$ cat src/verilog/dcache_pkg.sv
package dcache_pkg;

    ////////////////////////////////////////
    // cache geometry
    ////////////////////////////////////////

    localparam int ADDR_W = 32;
    localparam int TAG_W = 20;
    localparam int INDEX_W = 8;
    localparam int WORD_SEL_W = 2;
    // byte offset inside a line
    localparam int OFFSET_W = ADDR_W - TAG_W - INDEX_W;
    localparam int WORDS_PER_LINE = 4;
    localparam int SETS = 256;
    localparam int WAYS = 2;

    // miss fsm states
    localparam logic [1:0] MISS_IDLE = 2'd0;
    localparam logic [1:0] MISS_WRITE_BACK = 2'd1;
    localparam logic [1:0] MISS_REFILL = 2'd2;

    ////////////////////////////////////////
    // address fields and data
    ////////////////////////////////////////

    typedef logic [TAG_W-1:0] tag_t;
    typedef logic [INDEX_W-1:0] index_t;
    typedef logic [WORD_SEL_W-1:0] word_sel_t;
    typedef logic [31:0] word_t;
    typedef logic [3:0] strb_t;

    // flat beat on the bus, word view for select and merge
    typedef union packed {
        logic [WORDS_PER_LINE*32-1:0] beat;
        word_t [WORDS_PER_LINE-1:0] words;
    } line_t;

endpackage

$ cat src/verilog/dcache_req_if.sv
`timescale 1ns/1ps

interface dcache_req_if;
    import dcache_pkg::*;

    // stage-2 request
    logic valid;
    logic write;
    tag_t tag;
    index_t index;
    word_sel_t word;
    strb_t wstrb;
    word_t wdata;

    modport stage (
        output valid,
        output write,
        output tag,
        output index,
        output word,
        output wstrb,
        output wdata
    );

    modport consumer (
        input valid,
        input write,
        input tag,
        input index,
        input word,
        input wstrb,
        input wdata
    );

endinterface

$ cat src/verilog/dcache_miss_ctrl.sv
`timescale 1ns/1ps

module dcache_miss_ctrl (
    input  logic clk,
    input  logic rst,
    dcache_req_if.consumer req,
    input  logic miss_i,
    input  logic victim_dirty_i,
    input  dcache_pkg::tag_t victim_tag_i,
    input  dcache_pkg::line_t victim_line_i,
    input  logic ret_valid_i,
    input  logic wr_valid_i,
    output logic stall_o,
    output logic fill_o,
    output logic rd_req_o,
    output logic [dcache_pkg::ADDR_W-1:0] rd_addr_o,
    output logic wr_req_o,
    output logic [dcache_pkg::ADDR_W-1:0] wr_addr_o,
    output logic [dcache_pkg::WORDS_PER_LINE*32-1:0] wr_data_o
);
    import dcache_pkg::*;

    logic [1:0] state_q;

    ////////////////////////////////////////
    // miss fsm
    ////////////////////////////////////////

    always_ff @(posedge clk) begin
        if (!rst) begin
            state_q <= MISS_IDLE;
        end else begin
            case (state_q)
                MISS_IDLE: begin
                    // dirty victim goes out first
                    if (miss_i) begin
                        state_q <= victim_dirty_i ? MISS_WRITE_BACK : MISS_REFILL;
                    end
                end
                MISS_WRITE_BACK: begin
                    if (wr_valid_i) begin
                        state_q <= MISS_REFILL;
                    end
                end
                MISS_REFILL: begin
                    if (ret_valid_i) begin
                        state_q <= MISS_IDLE;
                    end
                end
                default: begin
                    state_q <= MISS_IDLE;
                end
            endcase
        end
    end

    // fill happens on the return beat
    assign fill_o = (state_q == MISS_REFILL) && ret_valid_i;

    // released in the fill cycle
    assign stall_o = miss_i && !fill_o;

    ////////////////////////////////////////
    // bus requests
    ////////////////////////////////////////

    assign wr_req_o = (state_q == MISS_WRITE_BACK);
    assign wr_addr_o = {victim_tag_i, req.index, {OFFSET_W{1'b0}}};
    assign wr_data_o = victim_line_i.beat;

    assign rd_req_o = (state_q == MISS_REFILL);
    assign rd_addr_o = {req.tag, req.index, {OFFSET_W{1'b0}}};

endmodule

$ cat src/flat_wrapper.sv
// flat-port wrapper written by rule: the top's interface ports become plain ports
module dcache_miss_ctrl_flat import dcache_pkg::*;
  (clk, rst, miss_i, victim_dirty_i, victim_tag_i, victim_line_i, ret_valid_i, wr_valid_i, stall_o, fill_o, rd_req_o, rd_addr_o, wr_req_o, wr_addr_o, wr_data_o, req_valid, req_write, req_tag, req_index, req_word, req_wstrb, req_wdata);
  dcache_req_if req_i ();
  input  logic clk;
  input  logic rst;
  input  logic miss_i;
  input  logic victim_dirty_i;
  input  dcache_pkg::tag_t victim_tag_i;
  input  dcache_pkg::line_t victim_line_i;
  input  logic ret_valid_i;
  input  logic wr_valid_i;
  output logic stall_o;
  output logic fill_o;
  output logic rd_req_o;
  output logic [dcache_pkg::ADDR_W-1:0] rd_addr_o;
  output logic wr_req_o;
  output logic [dcache_pkg::ADDR_W-1:0] wr_addr_o;
  output logic [dcache_pkg::WORDS_PER_LINE*32-1:0] wr_data_o;
  input wire logic [$bits(req_i.valid)-1:0] req_valid;
  input wire logic [$bits(req_i.write)-1:0] req_write;
  input wire logic [$bits(req_i.tag)-1:0] req_tag;
  input wire logic [$bits(req_i.index)-1:0] req_index;
  input wire logic [$bits(req_i.word)-1:0] req_word;
  input wire logic [$bits(req_i.wstrb)-1:0] req_wstrb;
  input wire logic [$bits(req_i.wdata)-1:0] req_wdata;
  assign req_i.valid = req_valid;
  assign req_i.write = req_write;
  assign req_i.tag = req_tag;
  assign req_i.index = req_index;
  assign req_i.word = req_word;
  assign req_i.wstrb = req_wstrb;
  assign req_i.wdata = req_wdata;
  dcache_miss_ctrl u_core (.clk(clk), .rst(rst), .req(req_i), .miss_i(miss_i), .victim_dirty_i(victim_dirty_i), .victim_tag_i(victim_tag_i), .victim_line_i(victim_line_i), .ret_valid_i(ret_valid_i), .wr_valid_i(wr_valid_i), .stall_o(stall_o), .fill_o(fill_o), .rd_req_o(rd_req_o), .rd_addr_o(rd_addr_o), .wr_req_o(wr_req_o), .wr_addr_o(wr_addr_o), .wr_data_o(wr_data_o));
endmodule
$ cat config.mk
export PLATFORM = sky130hd
export DESIGN_NAME = dcache_miss_ctrl_flat
export DESIGN_NICKNAME = d
export VERILOG_FILES = /design/src/verilog/dcache_pkg.sv /design/src/verilog/dcache_req_if.sv /design/src/verilog/dcache_miss_ctrl.sv /design/src/flat_wrapper.sv
export SDC_FILE = /design/constraint.sdc
export NUM_CORES = 1
export LEC_CHECK = 0
export ABC_CLOCK_PERIOD_IN_PS = 900
export BUFFER_PORTS_ARGS = -buffer_cell sky130_fd_sc_hd__buf_2
export CORE_AREA = 2 2 163 165
export CTS_BUF_LIST = sky130_fd_sc_hd__clkbuf_8
export DETAILED_ROUTE_END_ITERATION = 8
export DIE_AREA = 0 0 165 167
export HOLD_SLACK_MARGIN = 0.08
export PLACE_DENSITY_LB_ADDON = 0.2
export RECOVER_POWER = 25
export SLEW_MARGIN = 20
export SYNTH_ARGS = -nofsm -noshare
export SYNTH_HDL_FRONTEND = slang
export SYNTH_SLANG_ARGS = --single-unit
$ cat constraint.sdc
create_clock -name clk -period 0.9 [get_ports clk]
set_input_delay 0 -clock clk [delete_from_list [all_inputs] [get_ports clk]]
set_output_delay 0 -clock clk [all_outputs]
set_load 0.01 [all_outputs]
==> results of run 1 <==
==> cells by family after synthesis <==
logic type             share of synthesized area
AOI/OAI and AO/OA                        0.01275
other                                   0.002390
and+or+nand+nor                          0.04068
buffers and inverters                     0.9187
DFF                                      0.02552
==> metrics by stage <==
stage | instances | utilization | area (um2) | hold WS [ns]
after global placement | 367 | 0.02428 | 625.6 | 0.00006862
after detailed placement | 367 | 0.02428 | 625.6 | 0.00006862
after floorplan | 214 | - | 1595 | 0.09177
==> impl_metrics.yaml, run 1 <==
yosys:
  synth.avg_cell_area_um2: 7.580
  synth_edf_count: 0
  synth_cells: 207
  synth_commonest_cells: "buf_4 (192), dfxtp_1 (2), nand2b_1 (2), nor2b_1 (2)"
  synth-seq-cells: 2
  seq_area_frac_synth: 0.02552
  yosys_warnings: 0
  async_reset_ff_frac: 0
  synthTopCellsByArea: "buf_4 (92%), dfxtp_1 (2.6%), nand2b_1 (0.80%), nor2b_1 (0.80%), and3b_2 (0.64%)"
  syn_area_um2: 1569
  synth_top_cell_area_share: 0.9187
  ys_types: 13
  synth_flop_cell: "dfxtp_1"
  synth.most_common_cell: "buf_4"
  synth_top_area_cell: "buf_4"
placed_design:
  place_ws_ns: 0.007731
  io_buffers: 9
  place.gp.congestion: 0.4623
cts:
  numCtsBuffers: 3
  cts_root_buffer: "clkbuf_8"
  ctsHoldBuffers: 101
  post_cts_buffers: 0
  cts-resized-gates: 2
  cts.htree.levels: 1
  cts_buffer_depth: 2
  cts_sinks: 2
floorplan:
  die_w_um: 165
  rows: 59
  io_pins: 418
  initial_utilization: 0.06090
  die_y_um: 167
outcome:
  haltStage: "clock tree synthesis (4_1_cts)"
  run_status: "aborted with a tool error"
  error_line: "[ERROR RSZ-0060] Max buffer count reached."
==> run 2: changes to the inputs <==
Settings changed: ABC_CLOCK_PERIOD_IN_PS 900 to 1200, CORE_AREA 2 2 163 165 to 2 2 164 166, CTS_BUF_LIST sky130_fd_sc_hd__clkbuf_8 to default, DIE_AREA 0 0 165 167 to 0 0 166 168, HOLD_SLACK_MARGIN 0.08 to default, PLACE_DENSITY_LB_ADDON 0.2 to 0.15.
Clock period 0.9 ns to 1.2 ns, I/O delays scaled along.
==> run 2 against run 1 <==
- the flow now finishes without violations
- area after synthesis did not move
- synthesized cell count did not move
==> impl_metrics.yaml, run 2 <==
cells_and_area:
  largest_reg_flops: 2
  layout_commonest_cell: "buf_2"
  layout_common_cells: "buf_2 (9), conb_1 (8), clkbuf_16 (3)"
  syn_to_final_growth_pct: -55.26
  nFillCells: 3121
  drive_gt1_frac: 0.4118
  largestRegisters: "u_core.state_q (2)"
  final_nets: 258
  instances_no_fill: 375
  ff_latch_area_um2: 41.29
  num_antenna_cells: 0
  regMostFlops: "u_core.state_q"
  multi_input_area_um2: 113.9
yosys:
  synth_cells: 207
  synth_flop_cell: "dfxtp_1"
  ys_types: 13
  syn_area_um2: 1569
  synth.most_common_cell: "buf_4"
  seq_area_frac_synth: 0.02552
  async_reset_ff_frac: 0
  synthTopCellsByArea: "buf_4 (92%), dfxtp_1 (2.6%), nand2b_1 (0.80%), nor2b_1 (0.80%), and3b_2 (0.64%)"
  yosys_warnings: 0
  synth_top_cell_area_share: 0.9187
  synth_top_area_cell: "buf_4"
  synth_commonest_cells: "buf_4 (192), dfxtp_1 (2), nand2b_1 (2), nor2b_1 (2)"
  synth_edf_count: 0
  synth.avg_cell_area_um2: 7.580
  synth-seq-cells: 2
job:
  drv_cap: 0
timing:
  clock_skew_ns: 0.002188
  hold_viol: 0
  setup_violations: 0
  final.period_utilization: 0.8588
  fmax_ghz: 0.9704
  period_needed_ns: 1.031
  tns_ns: 0
  slew_violations: 0
  rsz0062_at_grt: "no"
floorplan:
  core_area_um2: 26350
  die_y_um: 168
  initial_utilization: 0.05954
  die_area_um2: 27890
  rows: 60
  die_w_um: 166
  io_pins: 418
global_route:
  global_route.usage.met3: 0.02468
  antenna_found_initial: 0
  grt_busiest_layer: "met4"
  grt_overflow: 0
  grt_pass1_wl_um: 3946
  grt.total_usage: 0.02089
  grt_max_degree: 9
  grt_use_met2: 0.02490
  use_met1: 0.002843
  grt_pass1_vias: 510
min_path:
  holdCritPathClass: "in2out"
critical_path:
  crit_path_end: "stall_o"
  worst_path_largest_cell_delay_ns: 0.36
  r2r_start: "u_core.state_q[0]"
  crit_path_start_kind: "register"
  critical_path_class: "reg2out"
  path_cells: "and3b_2 -> nor2b_1 -> buf_2"
  cp_data_arrival_time_ns: 1.03
  r2r_end: "u_core.state_q[1]"
  reg2reg_depth: 2
  cp.required_ns: 1.20
  end_kind: "primary output"
  rrSetupSlack_ns: 0.33
  crit_start: "u_core.state_q[0]"
  critPathSlowestCell: "dfxtp_2"
  crit_fanout: 8
cts:
  cts_tree: "built"
  ctsHoldBuffers: 0
  cts.htree.levels: 1
  cts_buffer_depth: 2
  numCtsBuffers: 3
  cts_sinks: 2
  cts_root_buffer: "clkbuf_16"
  clkSlewWorstSetupHoldPaths_ns: 0.03
  clkLatencyLatePin_ns: 0.22
power:
  cellLeakagePower_nw: 0.1552
  internal-power_w: 0.0005219
  sequentialPowerShare: 0.127
  power_frac_clock: 0.782
  switching_share: 0.1767
  p_sw_w: 0.0001120
  comb_power_share: 0.092
  ir_drop_mv: 0.6464
  power.density_nw_per_um2: 903.1
routing:
  avgRoutedWirePerCell_um: 8.773
  vias: 460
  drt_iter0_drc: 7
  drc_errors: 0
  dr.pass1.iters: 4
  antenna_left: 0
  vias_per_cell: 1.227
  routed_wl_um: 3290
placed_design:
  place.gp.congestion: 0.5737
  io_buffers: 9
  dpl.cell_count: 372
outcome:
  run_status: "finished, final reports clean"
[run 2: kinds of logic (layout without fill, tap and decap cells)]
group	count (synthesis)	in the layout	share of synthesized area
other	1	8	0.002390
buffers and inverters	192	12	0.9187
and+or+nand+nor	9	9	0.04068
AOI/OAI and AO/OA	3	3	0.01275
DFF	2	2	0.02552
[run 2: through the flow]
| stage | power (W) | hold slack, ns | worst slack [ns] | instance area (um2) | util |
|---|---|---|---|---|---|
| final | 0.0006339 | 0.000003377 | 0.1695 | 701.9 | 0.02664 |
| after global routing | 0.0006599 | 0.00001404 | 0.07437 | 701.9 | 0.02664 |
| after CTS | 0.0006458 | 0.00006862 | 0.08362 | 700.7 | 0.02659 |
| after detailed placement | 0.0001401 | 0.00006862 | 0.2401 | 625.6 | 0.02374 |
| after global placement | 0.0001406 | 0.00006862 | 0.2258 | 625.6 | 0.02374 |
| after floorplan | 0.0007643 | 0.09177 | 0.3409 | 1595 | - |
[run 2: cell type report]
class,instances,area share
tap,341,0.6078
multi-input combinational,20,0.1622
clock buffer,3,0.1070
timing repair buffer,9,0.06417
sequential,2,0.05882
[run 2: metal layers]
layer	up-vias	wire, um
met1	143	241
li1	82	-
met4	0	872
met3	99	962
met2	136	1214
met5	-	0
[run 2: how the worst min path moves through the flow]
stage / from / endpoint / slack [ns] / cells after the start
floorplan: req_index[6] / rd_addr_o[10] / 0.09 / 1
CTS: req_tag[6] / rd_addr_o[18] / 0.00007 / 0
global route: victim_line_i[82] / wr_data_o[82] / 0.00001 / 0
finish: victim_line_i[64] / wr_data_o[64] / 0.000003 / 0
global placement: req_tag[6] / rd_addr_o[18] / 0.00007 / 0
detailed placement: req_tag[6] / rd_addr_o[18] / 0.00007 / 0
[run 2: worst max-delay path: cells and delay by family, from the launching register on]
family        cells  cell delay, ns
flops             1            0.36
buf+inv           1            0.13
simple gates      2            0.31
[run 2: power groups by stage]
stage	combinational [W]	clock [W]	sequential [W]
after floorplan	0.000686	0	0.0000780
after global placement	0.0000592	0	0.0000814
after detailed placement	0.0000590	0	0.0000810
after CTS	0.0000592	0.000506	0.0000801
after global routing	0.0000651	0.000512	0.0000828
final	0.0000581	0.000496	0.0000803
[run 2: repair_timing]
action,CTS,global route
setup buffers,0,0
gates resized for setup,0,1
setup endpoints to repair,0,1
Note: power is estimated with default switching activity, not from simulation.
