==> config.mk <==
export PLATFORM = sky130hd
export DESIGN_NAME = dcache_request_stage_flat
export DESIGN_NICKNAME = d
export VERILOG_FILES = /design/src/verilog/dcache_pkg.sv /design/src/verilog/dcache_req_if.sv /design/src/verilog/dcache_request_stage.sv /design/src/flat_wrapper.sv
export SDC_FILE = /design/constraint.sdc
export NUM_CORES = 1
export LEC_CHECK = 0
export BUFFER_PORTS_ARGS = -buffer_cell sky130_fd_sc_hd__buf_2
export CAP_MARGIN = 5
export CORE_UTILIZATION = 40
export CTS_CLUSTER_SIZE = 28
export DETAILED_ROUTE_END_ITERATION = 8
export PLACE_DENSITY = 0.75
export SYNTH_ARGS = -nofsm -noshare
export SYNTH_HDL_FRONTEND = slang
export SYNTH_SLANG_ARGS = --single-unit
==> constraint.sdc <==
create_clock -name clk -period 2.4 [get_ports clk]
set_clock_uncertainty 0.1 [all_clocks]
set_input_delay 0.12 -clock clk [delete_from_list [all_inputs] [get_ports clk]]
set_output_delay 0.12 -clock clk [all_outputs]
set_load 0.05 [all_outputs]
==> src/verilog/dcache_pkg.sv <==
package dcache_pkg;

    ////////////////////////////////////////
    // cache geometry
    ////////////////////////////////////////

    localparam int ADDR_W = 32;
    localparam int TAG_W = 20;
    localparam int INDEX_W = 8;
    localparam int WORD_SEL_W = 2;
    // byte offset inside a line
    localparam int OFFSET_W = ADDR_W - TAG_W - INDEX_W;
    localparam int WORDS_PER_LINE = 4;
    localparam int SETS = 256;
    localparam int WAYS = 2;

    // miss fsm states
    localparam logic [1:0] MISS_IDLE = 2'd0;
    localparam logic [1:0] MISS_WRITE_BACK = 2'd1;
    localparam logic [1:0] MISS_REFILL = 2'd2;

    ////////////////////////////////////////
    // address fields and data
    ////////////////////////////////////////

    typedef logic [TAG_W-1:0] tag_t;
    typedef logic [INDEX_W-1:0] index_t;
    typedef logic [WORD_SEL_W-1:0] word_sel_t;
    typedef logic [31:0] word_t;
    typedef logic [3:0] strb_t;

    // flat beat on the bus, word view for select and merge
    typedef union packed {
        logic [WORDS_PER_LINE*32-1:0] beat;
        word_t [WORDS_PER_LINE-1:0] words;
    } line_t;

endpackage

==> src/verilog/dcache_req_if.sv <==
`timescale 1ns/1ps

interface dcache_req_if;
    import dcache_pkg::*;

    // stage-2 request
    logic valid;
    logic write;
    tag_t tag;
    index_t index;
    word_sel_t word;
    strb_t wstrb;
    word_t wdata;

    modport stage (
        output valid,
        output write,
        output tag,
        output index,
        output word,
        output wstrb,
        output wdata
    );

    modport consumer (
        input valid,
        input write,
        input tag,
        input index,
        input word,
        input wstrb,
        input wdata
    );

endinterface

==> src/verilog/dcache_request_stage.sv <==
`timescale 1ns/1ps

module dcache_request_stage (
    input  logic clk,
    input  logic rst,
    input  logic rvalid_i,
    input  logic wvalid_i,
    input  logic [dcache_pkg::ADDR_W-1:0] paddr_i,
    input  dcache_pkg::strb_t wsel_i,
    input  dcache_pkg::word_t wdata_i,
    input  logic stall_i,
    output dcache_pkg::index_t read_index_o,
    dcache_req_if.stage req
);
    import dcache_pkg::*;

    tag_t in_tag;
    index_t in_index;
    word_sel_t in_word;

    // address split
    assign in_tag = paddr_i[ADDR_W-1 -: TAG_W];
    assign in_index = paddr_i[OFFSET_W +: INDEX_W];
    assign in_word = paddr_i[OFFSET_W-1 -: WORD_SEL_W];

    always_ff @(posedge clk) begin
        if (!rst) begin
            req.valid <= 1'b0;
            req.write <= 1'b0;
        end else if (!stall_i) begin
            req.valid <= rvalid_i | wvalid_i;
            req.write <= wvalid_i;
        end
    end

    always_ff @(posedge clk) begin
        if (!stall_i) begin
            req.tag <= in_tag;
            req.index <= in_index;
            req.word <= in_word;
            req.wstrb <= wsel_i;
            req.wdata <= wdata_i;
        end
    end

    // keep the arrays on the stage-2 set during a miss
    assign read_index_o = stall_i ? req.index : in_index;

endmodule

==> src/flat_wrapper.sv <==
// flat-port wrapper written by rule: the top's interface ports become plain ports
module dcache_request_stage_flat import dcache_pkg::*;
  (clk, rst, rvalid_i, wvalid_i, paddr_i, wsel_i, wdata_i, stall_i, read_index_o, req_valid, req_write, req_tag, req_index, req_word, req_wstrb, req_wdata);
  dcache_req_if req_i ();
  input  logic clk;
  input  logic rst;
  input  logic rvalid_i;
  input  logic wvalid_i;
  input  logic [dcache_pkg::ADDR_W-1:0] paddr_i;
  input  dcache_pkg::strb_t wsel_i;
  input  dcache_pkg::word_t wdata_i;
  input  logic stall_i;
  output dcache_pkg::index_t read_index_o;
  output wire logic [$bits(req_i.valid)-1:0] req_valid;
  output wire logic [$bits(req_i.write)-1:0] req_write;
  output wire logic [$bits(req_i.tag)-1:0] req_tag;
  output wire logic [$bits(req_i.index)-1:0] req_index;
  output wire logic [$bits(req_i.word)-1:0] req_word;
  output wire logic [$bits(req_i.wstrb)-1:0] req_wstrb;
  output wire logic [$bits(req_i.wdata)-1:0] req_wdata;
  assign req_valid = req_i.valid;
  assign req_write = req_i.write;
  assign req_tag = req_i.tag;
  assign req_index = req_i.index;
  assign req_word = req_i.word;
  assign req_wstrb = req_i.wstrb;
  assign req_wdata = req_i.wdata;
  dcache_request_stage u_core (.clk(clk), .rst(rst), .rvalid_i(rvalid_i), .wvalid_i(wvalid_i), .paddr_i(paddr_i), .wsel_i(wsel_i), .wdata_i(wdata_i), .stall_i(stall_i), .read_index_o(read_index_o), .req(req_i));
endmodule
==> results of run 1 <==
-- power by group --
part	internal [mW]	switching, mW	leakage [nW]	total, mW
clock network	0.407	0.378	0.0790	0.785
logic	0.201	0.489	0.930	0.690
registers	1.39	0.0262	0.652	1.41
-- routing by layer --
| layer | up-vias | global-route usage (%) | wire length (um) |
|---|---|---|---|
| met2 | 103 | 37.78 | 3052 |
| met4 | 0 | 7.906 | 80 |
| met1 | 765 | 22.13 | 2008 |
| li1 | 772 | - | - |
| met5 | - | 0 | 0 |
| met3 | 7 | 8.130 | 395 |
-- cell families (layout without fill, tap and decap cells) --
family	count (synthesis)	after routing	synth area share [%]
AO/OA/AOI/OAI	1	1	0.4814
buffers and inverters	2	233	0.7218
flip-flops	68	68	93.38
multiplexers	9	9	4.814
AND/OR/NAND/NOR	2	2	0.6021
-- registers in the layout, summed over array words and instances, names as in the netlist --
name              cells
u_core.req.tag       20
u_core.req.word       2
u_core.req.wdata     32
u_core.req.index      8
u_core.req.write      1
u_core.req.valid      1
u_core.req.wstrb      4
-- cells in the final DEF (no fill, tap or decap) --
cell           instances
inv_2                  1
edfxtp_1              58
o211a_1                1
buf_2                146
mux2_2                 8
clkbuf_8              10
dfxtp_1               10
clkbuf_1               6
buf_12                 1
nor2b_1                1
dlygate4sd3_1         69
mux2i_1                1
or3_1                  1
-- worst max-delay path, cell delays in order --
cell	delay, ns
dlygate4sd3_1	0.56
buf_2	0.13
mux2_2	0.27
buf_2	0.22
-- final cells by class --
cell class / count / area [sq um]
multi-input combinational: 12 / 122.6
clock buffer: 16 / 160.2
sequential: 68 / 1942
fill: 287 / 1095
inverter: 1 / 3.754
tap: 67 / 83.83
timing repair buffer: 216 / 1441
-- worst min-delay path by stage --
stage	to	slack (ns)	cells after the start	startpoint
after floorplan	u_core.req.tag[0]$_DFFE_PN_	0.12	0	paddr_i[12]
after global placement	u_core.req.wdata[2]$_DFFE_PN_	0.20	1	wdata_i[2]
after detailed placement	u_core.req.word[0]$_DFFE_PN_	0.20	1	paddr_i[2]
after CTS	u_core.req.valid$_SDFFE_PN0N_	0.008	3	wvalid_i
after global routing	u_core.req.valid$_SDFFE_PN0N_	0.07	3	wvalid_i
final	u_core.req.valid$_SDFFE_PN0N_	0.07	3	wvalid_i
==> impl_metrics.env, run 1 <==
export IMPL_ys_seq_elements=68
export IMPL_synth_edff_count=58
export IMPL_cts_max_level=3
export IMPL_gp_congestion=0.8230
export IMPL_utilization_pct=77.42
export IMPL_diodes=0
export IMPL_row_count=25
export IMPL_clk_pin_slew_ns=0.07
export IMPL_clockBufferDepth=2
export IMPL_insertion_delay_ns=0.32
export IMPL_synth_top_area_share_pct=83.75
export IMPL_worst_setup_path_start_kind="primary input"
export IMPL_start_util_pct=42.89
export IMPL_grt_overflow=0
export IMPL_post_cts_buffers=0
export IMPL_cp_max_fo=2
export IMPL_syn2layout_area_growth_pct=80.51
export IMPL_tightest_slew_ns=0.7007
export IMPL_nNetsFinal=381
export IMPL_synth_yosys_warnings=0
export IMPL_final_cell_area_sq_mm=0.003754
export IMPL_outcome="complete, no violations"
export IMPL_rrSetupSlack_ns=1.05
export IMPL_yosysMostFrequentCell="edfxtp_1"
export IMPL_vias=1647
export IMPL_cts_sinks=68
export IMPL_relSlewSlack_pct=53.22
export IMPL_grt_util_all_layers_pct=20.98
export IMPL_whs_ns=0.06857
export IMPL_critPathKind="in -> out"
export IMPL_dp_slack_ns=0.8371
export IMPL_fin_tns_setup_ns=0
export IMPL_crit_start="paddr_i[4]"
export IMPL_grt_pass1_vias=1689
export IMPL_r2r_end="u_core.req.write$_SDFFE_PN0N_"
export IMPL_crit_required_ns=2.18
export IMPL_fin_crit_ns=1.524
export IMPL_min_period_over_period_pct=63.50
export IMPL_reg2regPathDepth=3
export IMPL_synth_area_top_cells="edfxtp_1 (84%), dfxtp_1 (9.6%), mux2_2 (4.3%)"
export IMPL_setup_viol=0
export IMPL_fp_dieH_um=74.10
export IMPL_grt_max_degree=34
export IMPL_max_freq_mhz=656.2
export IMPL_drtIter0Drc=53
export IMPL_post_dp_cell_area_sq_mm=0.002903
export IMPL_yosys_area_top_type="edfxtp_1"
export IMPL_cts_buffers=9
export IMPL_synth_area_sq_mm=0.002079
export IMPL_p_leak_nw=1.661
export IMPL_pin_count=149
export IMPL_postSynthAreaPerCell_sq_um=25.36
export IMPL_clock_root_buffer="clkbuf_8"
export IMPL_rsz0062_at_grt="no"
export IMPL_grt_pass1_wl_um=7969
export IMPL_maxCapViolations=0
export IMPL_firstDrtPassIters=4
export IMPL_crit_end="read_index_o[0]"
export IMPL_p_total_mw=2.887
export IMPL_cts_tree="built"
export IMPL_placedCellCount=295
export IMPL_synthFlopType="edfxtp_1"
export IMPL_power_density_mw_per_mm2=769.1
export IMPL_yosysSeqAreaShare_pct=93.38
export IMPL_antenna_found_initial=0
export IMPL_avgViaCountPerCell=4.334
export IMPL_endpoint_kind="output port"
export IMPL_hold_path_class="in -> reg"
export IMPL_wl_um=5536
export IMPL_maxSlewViolCount=0
export IMPL_arrival_ns=1.30
export IMPL_r2r_start="u_core.req.write$_SDFFE_PN0N_"
export IMPL_cts_repair_resized=0
export IMPL_final_antenna_net_count=0
export IMPL_port_buffers=146
export IMPL_holdBufCountCts=69
export IMPL_ir_drop_mv=0.5711
export IMPL_syn_num_nets=155
export IMPL_wire_per_inst_um=14.57
export IMPL_setup_ws_ns=0.8761
export IMPL_synth_cell_types=9
export IMPL_hold_viol=0
export IMPL_drc=0
export IMPL_final_cells=380
export IMPL_drive_gt1_share_pct=53.04
export IMPL_die_area_sq_mm=0.005491
export IMPL_die_w_um=74.10
export IMPL_core_area_sq_mm=0.004848
export IMPL_async_reset_ff_share_pct=0
export IMPL_ys_top_cells_by_count="edfxtp_1 (58), dfxtp_1 (10), mux2_2 (8)"
export IMPL_netlist_instances=82
No activity file was read; power rests on OpenSTA's default activity.
==> inputs of run 2 (changes only) <==
Settings changed: CORE_UTILIZATION 40 to 36, PLACE_DENSITY 0.75 to 0.71.
Clock period 2.4 ns to 1.35 ns, I/O delays scaled along.
==> run 2 against run 1 <==
  * The run now ends with hold timing left
  * Routed wire length shrank 3.1%
  * Cell area shrank 0.23%
  * Critical path depth decreased by 2
  * Combinational power up 77%
  * Sequential power increased by 79%
  * Total power increased by 77%
  * Via count fell by 1.9%
  * Worst hold slack worse by 0.18 ns
  * Largest power group unchanged
  * Highest routed layer unchanged
  * Core utilization down 9.8 points
==> impl_metrics.env, run 2 (synthesis gave the netlist of run 1 again) <==
export IMPL_outcome="finished, violations left"
export IMPL_failed_checks="hold timing"
export IMPL_whs_ns=-0.1147
export IMPL_pin_count=149
export IMPL_p_leak_nw=1.652
export IMPL_tightest_slew_ns=0.2713
export IMPL_drtIter0Drc=101
export IMPL_cts_buffers=9
export IMPL_diodes=0
export IMPL_fin_tns_setup_ns=0
export IMPL_endpoint_kind="flop"
export IMPL_regMostFlops="u_core.req.wdata"
export IMPL_start_util_pct=37.53
export IMPL_largest_reg_flops=32
export IMPL_regArea_sq_mm=0.001944
export IMPL_fin_crit_ns=1.327
export IMPL_gp_congestion=0.7134
export IMPL_min_period_over_period_pct=98.29
export IMPL_multi_input_area_sq_um=122.6
export IMPL_die_area_sq_mm=0.006084
export IMPL_arrival_ns=1.44
export IMPL_grt_overflow=0
export IMPL_cp_max_fo=2
export IMPL_dp_hpwl_um=3334
export IMPL_post_dp_cell_area_sq_mm=0.002933
export IMPL_ir_drop_mv=0.7503
export IMPL_wire_per_inst_um=14.08
export IMPL_syn2layout_area_growth_pct=80.08
export IMPL_vias=1616
export IMPL_die_w_um=78
export IMPL_hold_viol=5
export IMPL_clockBufferDepth=2
export IMPL_clk_pin_slew_ns=0.07
export IMPL_hold_path_class="in -> reg"
export IMPL_cts_tree="built"
export IMPL_grt_util_all_layers_pct=18.19
export IMPL_core_area_sq_mm=0.005540
export IMPL_wl_um=5363
export IMPL_nNetsFinal=377
export IMPL_final_cell_area_sq_mm=0.003745
export IMPL_critPathKind="reg -> reg"
export IMPL_worst_setup_path_start_kind="flop"
export IMPL_power_density_mw_per_mm2=1361
export IMPL_port_buffers=146
export IMPL_row_count=27
export IMPL_final_antenna_net_count=0
export IMPL_grt_max_degree=31
export IMPL_maxSlewViolCount=0
export IMPL_max_freq_mhz=753.6
export IMPL_grt_pass1_vias=1697
export IMPL_holdBufCountCts=68
export IMPL_crit_required_ns=1.46
export IMPL_final_common_cell="buf_2"
export IMPL_insertion_delay_ns=0.32
export IMPL_n_fill_cell=393
export IMPL_drive_gt1_share_pct=55.66
export IMPL_clock_root_buffer="clkbuf_8"
export IMPL_antenna_found_initial=0
export IMPL_setup_viol=0
export IMPL_fp_dieH_um=78
export IMPL_grt_pass1_wl_um=7969
export IMPL_top_regs="u_core.req.wdata (32), u_core.req.tag (20), u_core.req.index (8)"
export IMPL_cts_sinks=68
export IMPL_cts_max_level=3
export IMPL_relSlewSlack_pct=81.91
export IMPL_avgViaCountPerCell=4.241
export IMPL_maxCapViolations=0
export IMPL_firstDrtPassIters=4
export IMPL_drc=0
export IMPL_final_cell_mix="buf_2 (145), dlygate4sd3_1 (63), edfxtp_1 (58)"
==> run 2: cell count changes in the layout (fill, tap and decap cells not counted), sizes merged <==
cell	delta
buf	+1
dlygate4sd3	-6
clkinv	+3
clkbuf	-5
clkinvlp	+3
inv	-1
dlymetal6s4s	+1
==> run 2: timing repair <==
action | 4_1_cts | 5_1_grt
setup endpoints to repair | 1 | 6
pin swaps | 0 | 0
resized for setup | 1 | 4
cloned | 0 | 0
setup buffers | 0 | 0
endpoints found under the hold margin | 68 | 5
==> run 2: critical path, stage by stage (launching register included) <==
cell           delay, ns
dfxtp_1             0.31
mux2_2              0.26
dlygate4sd3_1       0.55
==> run 2: path summary, 6_finish.rpt <==
kind	startpoint	to	slack (ns)	cells past startpoint
min reg2reg	u_core.req.valid$_SDFFE_PN0N_	u_core.req.valid$_SDFFE_PN0N_	0.39	1
min	paddr_i[11]	u_core.req.index[7]$_DFF_P_	-0.11	2
max	u_core.req.index[4]$_DFF_P_	u_core.req.index[4]$_DFF_P_	0.02	2
max reg2reg	u_core.req.index[4]$_DFF_P_	u_core.req.index[4]$_DFF_P_	0.02	2
==> run 2: through the flow <==
stage	instances	worst slack, ns	utilization, %	hold slack [ns]	power (mW)
2_1_floorplan	82	-0.1907	-	0.06637	3.327
3_5_place_dp	301	0.1858	52.94	0.1456	3.628
3_3_place_gp	301	0.1988	52.94	0.1446	3.608
5_1_grt	381	-0.0007561	67.59	-0.1207	5.297
6_report	381	0.02303	67.59	-0.1147	5.099
4_1_cts	385	0.008142	68.16	-0.1370	5.150
==> run 2: area by class of cell <==
| type | instances | area share (%) |
|---|---|---|
| flip-flops and latches | 68 | 51.92 |
| repair buffers | 212 | 37.92 |
| clock buffers | 11 | 3.508 |
| multi-input cells | 12 | 3.274 |
| well taps | 72 | 2.406 |
| clock inverters | 5 | 0.7685 |
| inverters | 1 | 0.2005 |
==> run 2: per-layer routing <==
| layer | vias to the layer above | global-route usage [%] | part of all wire [%] |
|---|---|---|---|
| met5 | - | 0 | 0 |
| met4 | 0 | 8.889 | 1.6 |
| met3 | 9 | 4.706 | 9.1 |
| met2 | 100 | 33.98 | 53 |
| met1 | 742 | 18.69 | 36 |
| li1 | 765 | - | - |
==> run 2: power breakdown <==
group          internal, mW  leakage, nW  switching, mW
registers              2.46        0.652         0.0513
clock network         0.654       0.0768          0.704
logic                 0.362        0.924          0.862
total                  3.48         1.65           1.62
