<file path="src/verilog/dcache_pkg.sv">
package dcache_pkg;

    ////////////////////////////////////////
    // cache geometry
    ////////////////////////////////////////

    localparam int ADDR_W = 32;
    localparam int TAG_W = 20;
    localparam int INDEX_W = 8;
    localparam int WORD_SEL_W = 2;
    // byte offset inside a line
    localparam int OFFSET_W = ADDR_W - TAG_W - INDEX_W;
    localparam int WORDS_PER_LINE = 4;
    localparam int SETS = 256;
    localparam int WAYS = 2;

    // miss fsm states
    localparam logic [1:0] MISS_IDLE = 2'd0;
    localparam logic [1:0] MISS_WRITE_BACK = 2'd1;
    localparam logic [1:0] MISS_REFILL = 2'd2;

    ////////////////////////////////////////
    // address fields and data
    ////////////////////////////////////////

    typedef logic [TAG_W-1:0] tag_t;
    typedef logic [INDEX_W-1:0] index_t;
    typedef logic [WORD_SEL_W-1:0] word_sel_t;
    typedef logic [31:0] word_t;
    typedef logic [3:0] strb_t;

    // flat beat on the bus, word view for select and merge
    typedef union packed {
        logic [WORDS_PER_LINE*32-1:0] beat;
        word_t [WORDS_PER_LINE-1:0] words;
    } line_t;

endpackage

</file>
<file path="src/verilog/dcache_req_if.sv">
`timescale 1ns/1ps

interface dcache_req_if;
    import dcache_pkg::*;

    // stage-2 request
    logic valid;
    logic write;
    tag_t tag;
    index_t index;
    word_sel_t word;
    strb_t wstrb;
    word_t wdata;

    modport stage (
        output valid,
        output write,
        output tag,
        output index,
        output word,
        output wstrb,
        output wdata
    );

    modport consumer (
        input valid,
        input write,
        input tag,
        input index,
        input word,
        input wstrb,
        input wdata
    );

endinterface

</file>
<file path="src/verilog/dcache_lookup.sv">
`timescale 1ns/1ps

module dcache_lookup (
    dcache_req_if.consumer req,
    input  logic way0_valid_i,
    input  dcache_pkg::tag_t way0_tag_i,
    input  dcache_pkg::line_t way0_line_i,
    input  logic way1_valid_i,
    input  dcache_pkg::tag_t way1_tag_i,
    input  dcache_pkg::line_t way1_line_i,
    input  logic victim_way_i,
    input  logic fill_i,
    input  dcache_pkg::line_t ret_data_i,
    output logic hit_o,
    output logic hit_way_o,
    output logic miss_o,
    output dcache_pkg::word_t rdata_o,
    output logic data_ok_o,
    output logic [dcache_pkg::WAYS-1:0] we_way_o,
    output dcache_pkg::line_t write_line_o
);
    import dcache_pkg::*;

    logic hit0;
    logic hit1;
    line_t hit_line;
    line_t base_line;
    line_t merged_line;
    word_t strb_mask;

    ////////////////////////////////////////
    // tag compare
    ////////////////////////////////////////

    assign hit0 = way0_valid_i && (way0_tag_i == req.tag);
    assign hit1 = way1_valid_i && (way1_tag_i == req.tag);

    assign hit_o = req.valid && (hit0 || hit1);
    assign miss_o = req.valid && !(hit0 || hit1);
    assign hit_way_o = hit1;

    assign hit_line = hit1 ? way1_line_i : way0_line_i;

    // the return beat replaces the array line during a fill
    assign base_line = fill_i ? ret_data_i : hit_line;

    ////////////////////////////////////////
    // write merge
    ////////////////////////////////////////

    always_comb begin
        for (int b = 0; b < 4; b++) begin
            strb_mask[8*b +: 8] = {8{req.wstrb[b]}};
        end
    end

    always_comb begin
        merged_line = base_line;
        if (req.write) begin
            merged_line.words[req.word] = (req.wdata & strb_mask)
                                        | (base_line.words[req.word] & ~strb_mask);
        end
    end

    assign write_line_o = merged_line;

    // victim way on a fill, hit way on a write hit
    always_comb begin
        we_way_o = '0;
        if (fill_i) begin
            we_way_o[victim_way_i] = 1'b1;
        end else if (hit_o && req.write) begin
            we_way_o[hit_way_o] = 1'b1;
        end
    end

    ////////////////////////////////////////
    // read return
    ////////////////////////////////////////

    assign rdata_o = base_line.words[req.word];
    assign data_ok_o = !req.write && (hit_o || fill_i);

endmodule

</file>
<file path="src/flat_wrapper.sv">
// flat-port wrapper written by rule: the top's interface ports become plain ports
module dcache_lookup_flat import dcache_pkg::*;
  (way0_valid_i, way0_tag_i, way0_line_i, way1_valid_i, way1_tag_i, way1_line_i, victim_way_i, fill_i, ret_data_i, hit_o, hit_way_o, miss_o, rdata_o, data_ok_o, we_way_o, write_line_o, req_valid, req_write, req_tag, req_index, req_word, req_wstrb, req_wdata);
  dcache_req_if req_i ();
  input  logic way0_valid_i;
  input  dcache_pkg::tag_t way0_tag_i;
  input  dcache_pkg::line_t way0_line_i;
  input  logic way1_valid_i;
  input  dcache_pkg::tag_t way1_tag_i;
  input  dcache_pkg::line_t way1_line_i;
  input  logic victim_way_i;
  input  logic fill_i;
  input  dcache_pkg::line_t ret_data_i;
  output logic hit_o;
  output logic hit_way_o;
  output logic miss_o;
  output dcache_pkg::word_t rdata_o;
  output logic data_ok_o;
  output logic [dcache_pkg::WAYS-1:0] we_way_o;
  output dcache_pkg::line_t write_line_o;
  input wire logic [$bits(req_i.valid)-1:0] req_valid;
  input wire logic [$bits(req_i.write)-1:0] req_write;
  input wire logic [$bits(req_i.tag)-1:0] req_tag;
  input wire logic [$bits(req_i.index)-1:0] req_index;
  input wire logic [$bits(req_i.word)-1:0] req_word;
  input wire logic [$bits(req_i.wstrb)-1:0] req_wstrb;
  input wire logic [$bits(req_i.wdata)-1:0] req_wdata;
  assign req_i.valid = req_valid;
  assign req_i.write = req_write;
  assign req_i.tag = req_tag;
  assign req_i.index = req_index;
  assign req_i.word = req_word;
  assign req_i.wstrb = req_wstrb;
  assign req_i.wdata = req_wdata;
  dcache_lookup u_core (.req(req_i), .way0_valid_i(way0_valid_i), .way0_tag_i(way0_tag_i), .way0_line_i(way0_line_i), .way1_valid_i(way1_valid_i), .way1_tag_i(way1_tag_i), .way1_line_i(way1_line_i), .victim_way_i(victim_way_i), .fill_i(fill_i), .ret_data_i(ret_data_i), .hit_o(hit_o), .hit_way_o(hit_way_o), .miss_o(miss_o), .rdata_o(rdata_o), .data_ok_o(data_ok_o), .we_way_o(we_way_o), .write_line_o(write_line_o));
endmodule
</file>
<file path="config.mk">
export PLATFORM = sky130hd
export DESIGN_NAME = dcache_lookup_flat
export DESIGN_NICKNAME = d
export VERILOG_FILES = /design/src/verilog/dcache_pkg.sv /design/src/verilog/dcache_req_if.sv /design/src/verilog/dcache_lookup.sv /design/src/flat_wrapper.sv
export SDC_FILE = /design/constraint.sdc
export NUM_CORES = 1
export LEC_CHECK = 0
export BUFFER_PORTS_ARGS = -buffer_cell sky130_fd_sc_hd__buf_2
export CAP_MARGIN = 20
export CORE_AREA = 2 2 258 260
export DETAILED_ROUTE_END_ITERATION = 12
export DIE_AREA = 0 0 260 262
export SETUP_SLACK_MARGIN = 0.15
export SYNTH_ARGS = -nofsm -noshare
export SYNTH_HDL_FRONTEND = slang
export SYNTH_SLANG_ARGS = --single-unit
</file>
<file path="constraint.sdc">
create_clock -name vclk -period 5.8
set_input_delay 0.87 -clock vclk [all_inputs]
set_output_delay 0.87 -clock vclk [all_outputs]
set_load 0.005 [all_outputs]
</file>
==> impl_summary.txt, run 1 <==
----------------------------------------------------
[Yosys]
  Portion of the post-synthesis area used by sequential elements ... 0%
  Post-synth top area share ... 13.27%
  Post-Synthesis Cells ... 1,348
  Net count of the mapped netlist ... 1,844
  Most area-consuming cells after synthesis ... sky130_fd_sc_hd__a31o_2 13%, sky130_fd_sc_hd__o21ai_1 11%, sky130_fd_sc_hd__a21boi_0 11%
  Most frequent cells after synthesis ... 194 x sky130_fd_sc_hd__o21ai_1, 130 x sky130_fd_sc_hd__nand2b_1, 129 x sky130_fd_sc_hd__nand2_1
  Number of warnings issued by yosys ... 0
  Leading cell type by number of instances after synthesis ... sky130_fd_sc_hd__o21ai_1
  Synth cell types ... 29
  Yosys top cell by area ... sky130_fd_sc_hd__a31o_2
  Post-Synthesis Cell Area ... 8446 um2
  Mean Syn Cell Area ... 6.265 um2

[GRT]
  Remaining Overflow, GRT ... 0
  GRT Overall Usage ... 15.75%
  First-pass GRT wire length ... 79,770 um
  Largest net degree at the start of global routing ... 121
  Via count of the first global-routing pass ... 12.14k
  Initial antenna violation count ... 23

[Timing]
  Final critical path time including I/O delays and setup ... 5.443 ns
  Final count of pins violating max slew ... 0
  Worst slew margin ... 40.72%
  Total negative setup slack ... 0 ns
  Total of endpoints with negative setup slack in the final report ... 0
  Minimum hold slack ... 2.032 ns
  Post-route clock period utilization ... 93.85%
  Unrepaired setup endpoints after global routing ... false
  Achievable Freq ... 0.1837 GHz
  Final hold violation count ... 0
  Slew at the pin with the worst max-slew slack ... 0.8893 ns

[Cells and area]
  NumNets Final ... 2,398
  Synthesis-to-finish area growth ... 50.09%
  Share of cells above drive strength 1 ... 47.68%
  Filler cell count ... 7,492
  Register cell area after layout ... 0 um2
  Seq_cells ... 0
  Final cell utilization of the core ... 19.42%
  Finished Layout Cells ... 2,774
  Clock Buffer Count ... 0

[Place]
  RePlAce Congestion ... 0.9894
  Placed insts ... 2,764
  Buffers on Ports ... 654
  Post-DP HPWL ... 47,700 um

[Critical path]
  Peak fanout along the critical path ... 59
  Required time worst endpoint ... 4.93 ns
  Capture point of the critical path ... write_line_o[127]
  Crit Path Class ... in -> out
  Worst setup path startpoint ... req_tag[11]
  WP data arrival ... 4.57 ns
  Crit. End Element ... primary output
  Critical Path Source Type ... input pin

[Die]
  Overall die height ... 262 um
  Top-Level Pins ... 662
  Chip Width ... 260 um
  Starting Density ... 12.94%
  Die area ... 68,120 um2
  Core Footprint ... 65,280 um2
  Std cell rows ... 94

[Detailed routing]
  Count of vias placed by the detailed router ... 13.02k
  Average wire length per cell after detail routing ... 21.20 um
  Detailed Routing Iterations Pass 1 ... 6
  Antenna-violating nets left ... 0
  Detail-routed via count per cell ... 4.694
  Iteration-0 DRC Markers ... 946
  Post-Route WL ... 58,820 um
  Number of remaining DRC errors ... 0

[Clock network]
  Setup repair bufs after CTS ... 0
  Post-CTS resize count ... 0
  Number of buffers added to fix hold violations after cts ... 0

[Run status]
  Outcome ... finished clean

[Power and ir drop]
  Net switching power ... 0.5334 mW
  Peak ir drop on the vdd network ... 0.08106 mV
  Power per cell area ... 79.33 nW/um2
  Share of total power in the clock network ... 0%
  Comb power frac ... 100.0%
  Part of the total power dissipated in sequential elements ... 0%
  Leakage ... 5.812 nW
  Total internal power ... 0.4721 mW
  Net switching fraction of the power ... 53.05%

[Flow run]
  Maxcap violations ... 0

[Min path]
  Hold-critical path depth ... 4
  Hold Path Class ... in -> out

----------------------------------------------------
## power groups by stage
stage | combinational (mW) | clock [mW] | sequential (mW)
floorplan | 0.514 | 0 | 0
global placement | 0.993 | 0 | 0
detailed placement | 0.994 | 0 | 0
CTS | 0.999 | 0 | 0
global route | 1.09 | 0.0000000692 | 0
finish | 1.01 | 0.000000232 | 0
## kinds of logic after synthesis
group                     count (synthesis)  share of synthesized area [%]
and+or+nand+nor                         455                          26.13
buffers and inverters                   177                          8.711
xor gates and xnor gates                 40                          4.148
muxes                                    32                          8.533
AOI/OAI and AO/OA                       644                          52.47
## worst min path at each step
stage	end	slack, ns	startpoint
final	we_way_o[1]	2.03	victim_way_i
after global routing	we_way_o[1]	2.07	victim_way_i
after CTS	we_way_o[1]	2.04	victim_way_i
after detailed placement	we_way_o[1]	2.04	victim_way_i
after global placement	we_way_o[1]	2.03	victim_way_i
after floorplan	data_ok_o	1.77	req_write
## metal layers
metal / wire length (um) / global-route usage (%) / vias to the layer above / share of wire, %
li1: - / - / 6057 / -
met1: 23790 / 19.42 / 6068 / 40
met2: 26560 / 25.87 / 748 / 45
met3: 6510 / 5.401 / 126 / 11
met4: 1814 / 4.598 / 22 / 3.1
met5: 146 / 0 / - / 0.25
## placed cells by master, fill, tap and decap left out, types with 35 or more instances in the layout
cell | synthesis | final
sky130_fd_sc_hd__nand2_1 | 129 | 129
sky130_fd_sc_hd__or2_2 | 48 | 48
sky130_fd_sc_hd__nand2b_1 | 130 | 130
sky130_fd_sc_hd__inv_1 | 35 | 35
sky130_fd_sc_hd__o21ai_1 | 194 | 194
sky130_fd_sc_hd__o21ai_0 | 63 | 63
sky130_fd_sc_hd__buf_2 | 18 | 652
sky130_fd_sc_hd__a21boi_0 | 128 | 128
sky130_fd_sc_hd__o22a_1 | 96 | 96
sky130_fd_sc_hd__nor2_1 | 128 | 128
sky130_fd_sc_hd__a31o_2 | 128 | 128
## cell type report
type	count	area [um2]	share of cell area [%]
diodes	10	25.02	0.1974
inverters	35	131.4	1.036
well taps	864	1081	8.528
multi-input cells	1171	7741	61.07
repair buffers	694	3697	29.17
## per-stage QoR
| stage | power [mW] | setup slack, ns | instance area (um2) |
|---|---|---|---|
| finish | 1.006 | 0.3570 | 12680 |
| global route | 1.089 | 0.4503 | 12660 |
| CTS | 0.9989 | 0.6580 | 12650 |
| detailed placement | 0.9941 | 0.6768 | 12650 |
| global placement | 0.9933 | 0.6453 | 12650 |
| floorplan | 0.5142 | 2.146 | 8446 |
## critical path: stages
cell                      delay, ns
sky130_fd_sc_hd__buf_2         0.12
sky130_fd_sc_hd__xnor2_1       0.51
sky130_fd_sc_hd__nand4_1       0.50
sky130_fd_sc_hd__nor4_4        0.56
sky130_fd_sc_hd__buf_12        0.29
sky130_fd_sc_hd__buf_4         0.29
sky130_fd_sc_hd__a31o_2        0.25
sky130_fd_sc_hd__o21ai_1       0.09
sky130_fd_sc_hd__mux4_2        0.54
sky130_fd_sc_hd__o21ai_1       0.34
sky130_fd_sc_hd__buf_2         0.19
Power figures use the tool's default switching activity.
==> run 2, diff against run 1 <==
==> constraint.sdc (replaced) <==
create_clock -name vclk -period 5.8
set_input_delay 0.29 -clock vclk [all_inputs]
set_output_delay 0.29 -clock vclk [all_outputs]
set_load 0.005 [all_outputs]
==> impl_summary.txt, run 2 (synthesis results as in run 1) <==
----------------------------------------------------
[Run status]
  Outcome ... finished clean

[Timing]
  Post-route clock period utilization ... 73.24% (-21 points)
  Total of endpoints with negative setup slack in the final report ... 0 (unchanged)
  Final critical path time including I/O delays and setup ... 4.248 ns (-1.195 ns)
  Final hold violation count ... 0 (unchanged)
  Achievable Freq ... 0.2354 GHz (+28%)
  Total negative setup slack ... 0 ns (unchanged)
  Slew at the pin with the worst max-slew slack ... 0.7964 ns (-0.09283 ns)
  Final count of pins violating max slew ... 0 (unchanged)
  Final worst slack ... 1.552 ns (+1.195 ns)
  Worst slew margin ... 46.43% (+5.7 points)
  Unrepaired setup endpoints after global routing ... false

[GRT]
  Met1 Track Usage GR ... 19.46% (+0.040 points)
  Global-route track usage on met2 ... 26.00% (+0.13 points)
  Remaining Overflow, GRT ... 0 (unchanged)
  Most crowded layer after global routing ... met2
  GRT Overall Usage ... 15.63% (-0.12 points)
  Routing usage on met3 ... 4.688% (-0.71 points)
  Initial antenna violation count ... 25 (+8.7%)
  Largest net degree at the start of global routing ... 131 (+8.3%)
  Via count of the first global-routing pass ... 12.11k (-0.30%)
  First-pass GRT wire length ... 79,720 um (about the same)

[Min path]
  Hold path startpoint ... victim_way_i
  Hold Path Class ... in -> out
  Hold-critical path depth ... 4 (unchanged)
  Endpoint with the worst hold slack ... we_way_o[1]

[Power and ir drop]
  Peak ir drop on the vdd network ... 0.06896 mV (-15%)
  Tot Pwr ... 0.9977 mW (-0.77%)
  Power per cell area ... 79.85 nW/um2 (+0.66%)
  Leakage ... 5.693 nW (-2.0%)

[Cells and area]
  Filler cell count ... 7,519 (+0.36%)
  Seq_cells ... 0 (unchanged)
  Leading cell type in the layout, fill and taps excluded ... sky130_fd_sc_hd__buf_2
  Commonest cells after routing, fill and taps aside ... 652 x sky130_fd_sc_hd__buf_2, 194 x sky130_fd_sc_hd__o21ai_1, 130 x sky130_fd_sc_hd__nand2b_1, 129 x sky130_fd_sc_hd__nand2_1
  Final cell utilization of the core ... 19.14% (-0.28 points)
  Final design instance area without fill ... 12,500 um2 (-1.4%)
  Register cell area after layout ... 0 um2 (unchanged)
  Share of cells above drive strength 1 ... 46.99% (-0.70 points)
  Multi-input gate area in the final layout ... 7741 um2 (unchanged)
  Clock Buffer Count ... 0 (unchanged)
  Synthesis-to-finish area growth ... 47.96%
  NumNets Final ... 2,373 (-1.0%)

[Die]
  Top-Level Pins ... 662 (unchanged)
  Die area ... 68,120 um2 (unchanged)
  Overall die height ... 262 um (unchanged)
  Chip Width ... 260 um (unchanged)
  Starting Density ... 12.94% (unchanged)
  Core Footprint ... 65,280 um2 (unchanged)
  Std cell rows ... 94 (unchanged)

[Detailed routing]
  Iteration-0 DRC Markers ... 1,156 (+22%)
  Detail-routed via count per cell ... 4.739 (+0.96%)
  Number of remaining DRC errors ... 0 (unchanged)
  Count of vias placed by the detailed router ... 13.03k (+0.046%)
  Post-Route WL ... 58,280 um (-0.91%)
  Detailed Routing Iterations Pass 1 ... 5 (-1)
  Antenna-violating nets left ... 0 (unchanged)
  Average wire length per cell after detail routing ... 21.20 um (about the same)

[Critical path]
  Peak fanout along the critical path ... 130 (+120%)
  WP data arrival ... 3.96 ns (-0.61 ns)
  Crit Path Class ... in -> out
  Crit. End Element ... primary output
  Required time worst endpoint ... 5.51 ns (+0.58 ns)
  Critical Path Source Type ... input pin

[Place]
  Post-DP HPWL ... 45,560 um (-4.5%)
  Cell Area, Placed ... 12,470 um2 (-1.4%)
  Worst slack after detailed placement ... 1.824 ns (+1.147 ns)
  RePlAce Congestion ... 1.016 (+2.7%)
  Buffers on Ports ... 654 (unchanged)

[Clock network]
  Post-CTS resize count ... 0 (unchanged)
  Number of buffers added to fix hold violations after cts ... 0 (unchanged)
  Setup repair bufs after CTS ... 0 (unchanged)

[Flow run]
  Maxcap violations ... 0 (unchanged)

----------------------------------------------------
-- run 2: changes by cell type in the layout (fill, tap and decap cells not counted) --
cell and delta:
sky130_fd_sc_hd__buf_4 -25, sky130_fd_sc_hd__buf_16 +1, sky130_fd_sc_hd__buf_12 -1
-- run 2: per-stage QoR --
stage | hold slack [ns] | std cells
detailed placement | 0.8722 | 2739
CTS | 0.8727 | 2739
floorplan | 0.6076 | 1348
global placement | 0.8721 | 2738
global route | 0.9152 | 2743
finish | 0.8736 | 2749
-- run 2: worst max path at each step --
stage	to	cells past startpoint	from	slack (ns)
after floorplan	write_line_o[117]	10	way1_tag_i[0]	3.31
after global placement	write_line_o[54]	10	req_tag[11]	1.82
after detailed placement	write_line_o[84]	10	req_tag[11]	1.82
after CTS	write_line_o[84]	10	req_tag[11]	1.80
after global routing	write_line_o[52]	10	req_tag[11]	1.57
final	write_line_o[22]	10	req_tag[11]	1.55
-- run 2: worst max-delay path: stages --
cell                      delay (ns)
sky130_fd_sc_hd__buf_2          0.12
sky130_fd_sc_hd__xnor2_1        0.47
sky130_fd_sc_hd__nand4_1        0.49
sky130_fd_sc_hd__nor4_4         0.54
sky130_fd_sc_hd__buf_12         0.40
sky130_fd_sc_hd__a31o_2         0.29
sky130_fd_sc_hd__o21ai_0        0.09
sky130_fd_sc_hd__mux4_2         0.55
sky130_fd_sc_hd__o21ai_1        0.33
sky130_fd_sc_hd__buf_2          0.19
-- run 2: routing by layer --
layer / part of all wire [%] / routed length (um) / vias up
li1: - / - / 6006
met2: 45 / 26320 / 707
met3: 10 / 5948 / 138
met4: 3.3 / 1901 / 30
met1: 41 / 23920 / 6146
met5: 0.33 / 193 / -
-- run 2: power breakdown --
group | internal [mW] | switching [mW] | total (mW)
Clock | 0.000000232 | 0 | 0.000000232
Combinational | 0.469 | 0.529 | 0.998
Sequential | 0 | 0 | 0
Total | 0.469 | 0.529 | 0.998
-- run 2: area by class of cell --
type | instances | share of cell area, %
inverters | 35 | 1.051
repair buffers | 669 | 28.15
diodes | 10 | 0.2003
multi-input cells | 1171 | 61.95
well taps | 864 | 8.651
==> run 3, diff against run 2 <==
- CORE_AREA: 2 2 258 260 -> 2 2 257 259
- DIE_AREA: 0 0 260 262 -> 0 0 259 261
- clock period: 5.8 -> 3.6 ns (I/O delays scaled with it)
==> impl_summary.txt, run 3 (synthesis results as in run 1) <==
----------------------------------------------------
[Cells and area]
  Leading cell type in the layout, fill and taps excluded ... sky130_fd_sc_hd__buf_2
  Register cell area after layout ... 0 um2 (unchanged)
  Seq_cells ... 0 (unchanged)
  Share of cells above drive strength 1 ... 48.36% (+1.4 points)
  NumNets Final ... 2,423 (+2.1%)
  Commonest cells after routing, fill and taps aside ... 652 x sky130_fd_sc_hd__buf_2, 194 x sky130_fd_sc_hd__o21ai_1, 130 x sky130_fd_sc_hd__nand2b_1, 129 x sky130_fd_sc_hd__nand2_1
  Synthesis-to-finish area growth ... 52.37%
  Clock Buffer Count ... 0 (unchanged)

[Critical path]
  Delay of the slowest cell on the worst path ... 0.54 ns (about the same)
  Slowest stage cell, crit path ... sky130_fd_sc_hd__mux4_2
  Critical path, cell by cell ... buf_2 > xnor2_1 > buf_4 > nand4_1 > nor4_4 > buf_4 > buf_12 > buf_4 > a31o_2 > o21ai_0 > mux4_2 > o21ai_1 > buf_2
  Crit. End Element ... primary output
  Crit Path Class ... in -> out
  Critical Path Source Type ... input pin
  Top cell by count, worst path ... sky130_fd_sc_hd__buf_4
  Required time worst endpoint ... 3.42 ns (-2.09 ns)
  WP data arrival ... 3.04 ns (-0.92 ns)
  Peak fanout along the critical path ... 57 (-56%)

[Die]
  Overall die height ... 261 um (-0.38%)
  Starting Density ... 12.99% (+0.047 points)
  Core Footprint ... 65,040 um2 (-0.36%)
  Top-Level Pins ... 662 (unchanged)
  Die area ... 67,600 um2 (-0.76%)
  Std cell rows ... 94 (unchanged)
  Chip Width ... 259 um (-0.38%)

[Timing]
  Achievable Freq ... 0.3107 GHz
  Final critical path time including I/O delays and setup ... 3.218 ns
  Total negative setup slack ... 0 ns (unchanged)
  Final hold violation count ... 0 (unchanged)
  Final count of pins violating max slew ... 0 (unchanged)
  Worst slew margin ... 23.28% (-23 points)
  Post-route clock period utilization ... 89.39%
  Total of endpoints with negative setup slack in the final report ... 0 (unchanged)
  Unrepaired setup endpoints after global routing ... false
  Slew at the pin with the worst max-slew slack ... 1.140 ns (+0.3439 ns)

[GRT]
  Via count of the first global-routing pass ... 12.53k (+3.5%)
  GRT Overall Usage ... 16.45% (+0.82 points)
  First-pass GRT wire length ... 82,930 um (+4.0%)
  Remaining Overflow, GRT ... 0 (unchanged)
  Initial antenna violation count ... 21 (-16%)
  Largest net degree at the start of global routing ... 98 (-25%)

[Clock network]
  Post-CTS resize count ... 0 (unchanged)
  Number of buffers added to fix hold violations after cts ... 0 (unchanged)
  Setup repair bufs after CTS ... 0 (unchanged)

[Detailed routing]
  Average wire length per cell after detail routing ... 21.46 um (+1.2%)
  Count of vias placed by the detailed router ... 13.14k (+0.90%)
  Antenna-violating nets left ... 0 (unchanged)
  Detailed Routing Iterations Pass 1 ... 7 (+2)
  Detail-routed via count per cell ... 4.701 (-0.80%)
  Iteration-0 DRC Markers ... 1,189 (+2.9%)
  Number of remaining DRC errors ... 0 (unchanged)
  Post-Route WL ... 60,000 um (+2.9%)

[Power and ir drop]
  Peak ir drop on the vdd network ... 0.09304 mV (+35%)
  Power per cell area ... 126.7 nW/um2 (+59%)
  Tot Pwr ... 1.630 mW (+63%)
  Leakage ... 5.938 nW (+4.3%)

[Place]
  Buffers on Ports ... 654 (unchanged)
  RePlAce Congestion ... 1.016 (about the same)
  Post-DP HPWL ... 49,140 um (+7.9%)

[Min path]
  Endpoint with the worst hold slack ... we_way_o[1]
  Hold path startpoint ... victim_way_i
  Hold-critical path depth ... 4 (unchanged)
  Hold Path Class ... in -> out

[Run status]
  Outcome ... finished clean

[Flow run]
  Maxcap violations ... 0 (unchanged)

----------------------------------------------------
-- run 3: cell count changes in the layout (fill, tap and decap cells not counted) --
| cell | change |
|---|---|
| sky130_fd_sc_hd__buf_4 | +49 |
| sky130_fd_sc_hd__diode_2 | -3 |
| sky130_fd_sc_hd__buf_12 | +2 |
| sky130_fd_sc_hd__buf_16 | -1 |
-- run 3: power breakdown --
group	total [mW]	switching, mW	internal (mW)
logic	1.63	0.857	0.774
registers	0	0	0
clock network	0.000000162	0	0.000000162
-- run 3: how the worst max path moves through the flow --
stage,end,cells past startpoint,from
floorplan,write_line_o[117],10,way1_tag_i[0]
global placement,write_line_o[112],13,req_tag[17]
detailed placement,write_line_o[112],13,req_tag[17]
finish,write_line_o[112],13,req_tag[17]
global route,write_line_o[112],13,req_tag[17]
CTS,write_line_o[112],13,req_tag[17]
-- run 3: final cells by class --
cell class         instances  area (um2)
inverters                 35       131.4
multi-input cells       1171        7741
fillers                 7491       52170
diodes                     7       17.52
repair buffers           719        3897
well taps                864        1081
-- run 3: routing by layer --
metal	vias to the layer above	routed length [um]	global-route usage, %
met5	-	148	0
met2	804	26960	27.03
met4	22	2190	5.443
met3	144	6419	3.813
met1	6065	24280	21.15
li1	6109	-	-
-- run 3: through the flow --
step | setup WS, ns | util [%] | std cells | hold slack, ns | area, um2
finish | 0.3819 | 19.79 | 2796 | 0.6605 | 12870
global route | 0.2579 | 19.77 | 2793 | 0.6976 | 12860
CTS | 0.4319 | 19.76 | 2789 | 0.6615 | 12850
detailed placement | 0.4400 | 19.76 | 2789 | 0.6615 | 12850
global placement | 0.4373 | 19.76 | 2789 | 0.6515 | 12850
floorplan | 1.326 | - | 1348 | 0.3876 | 8446
-- run 3: critical path: cells and delay by family --
kind / cells / cell delay [ns]
compound gates: 3 / 0.44
simple gates: 2 / 0.52
xor+xnor: 1 / 0.15
mux: 1 / 0.54
buf+inv: 6 / 1.10
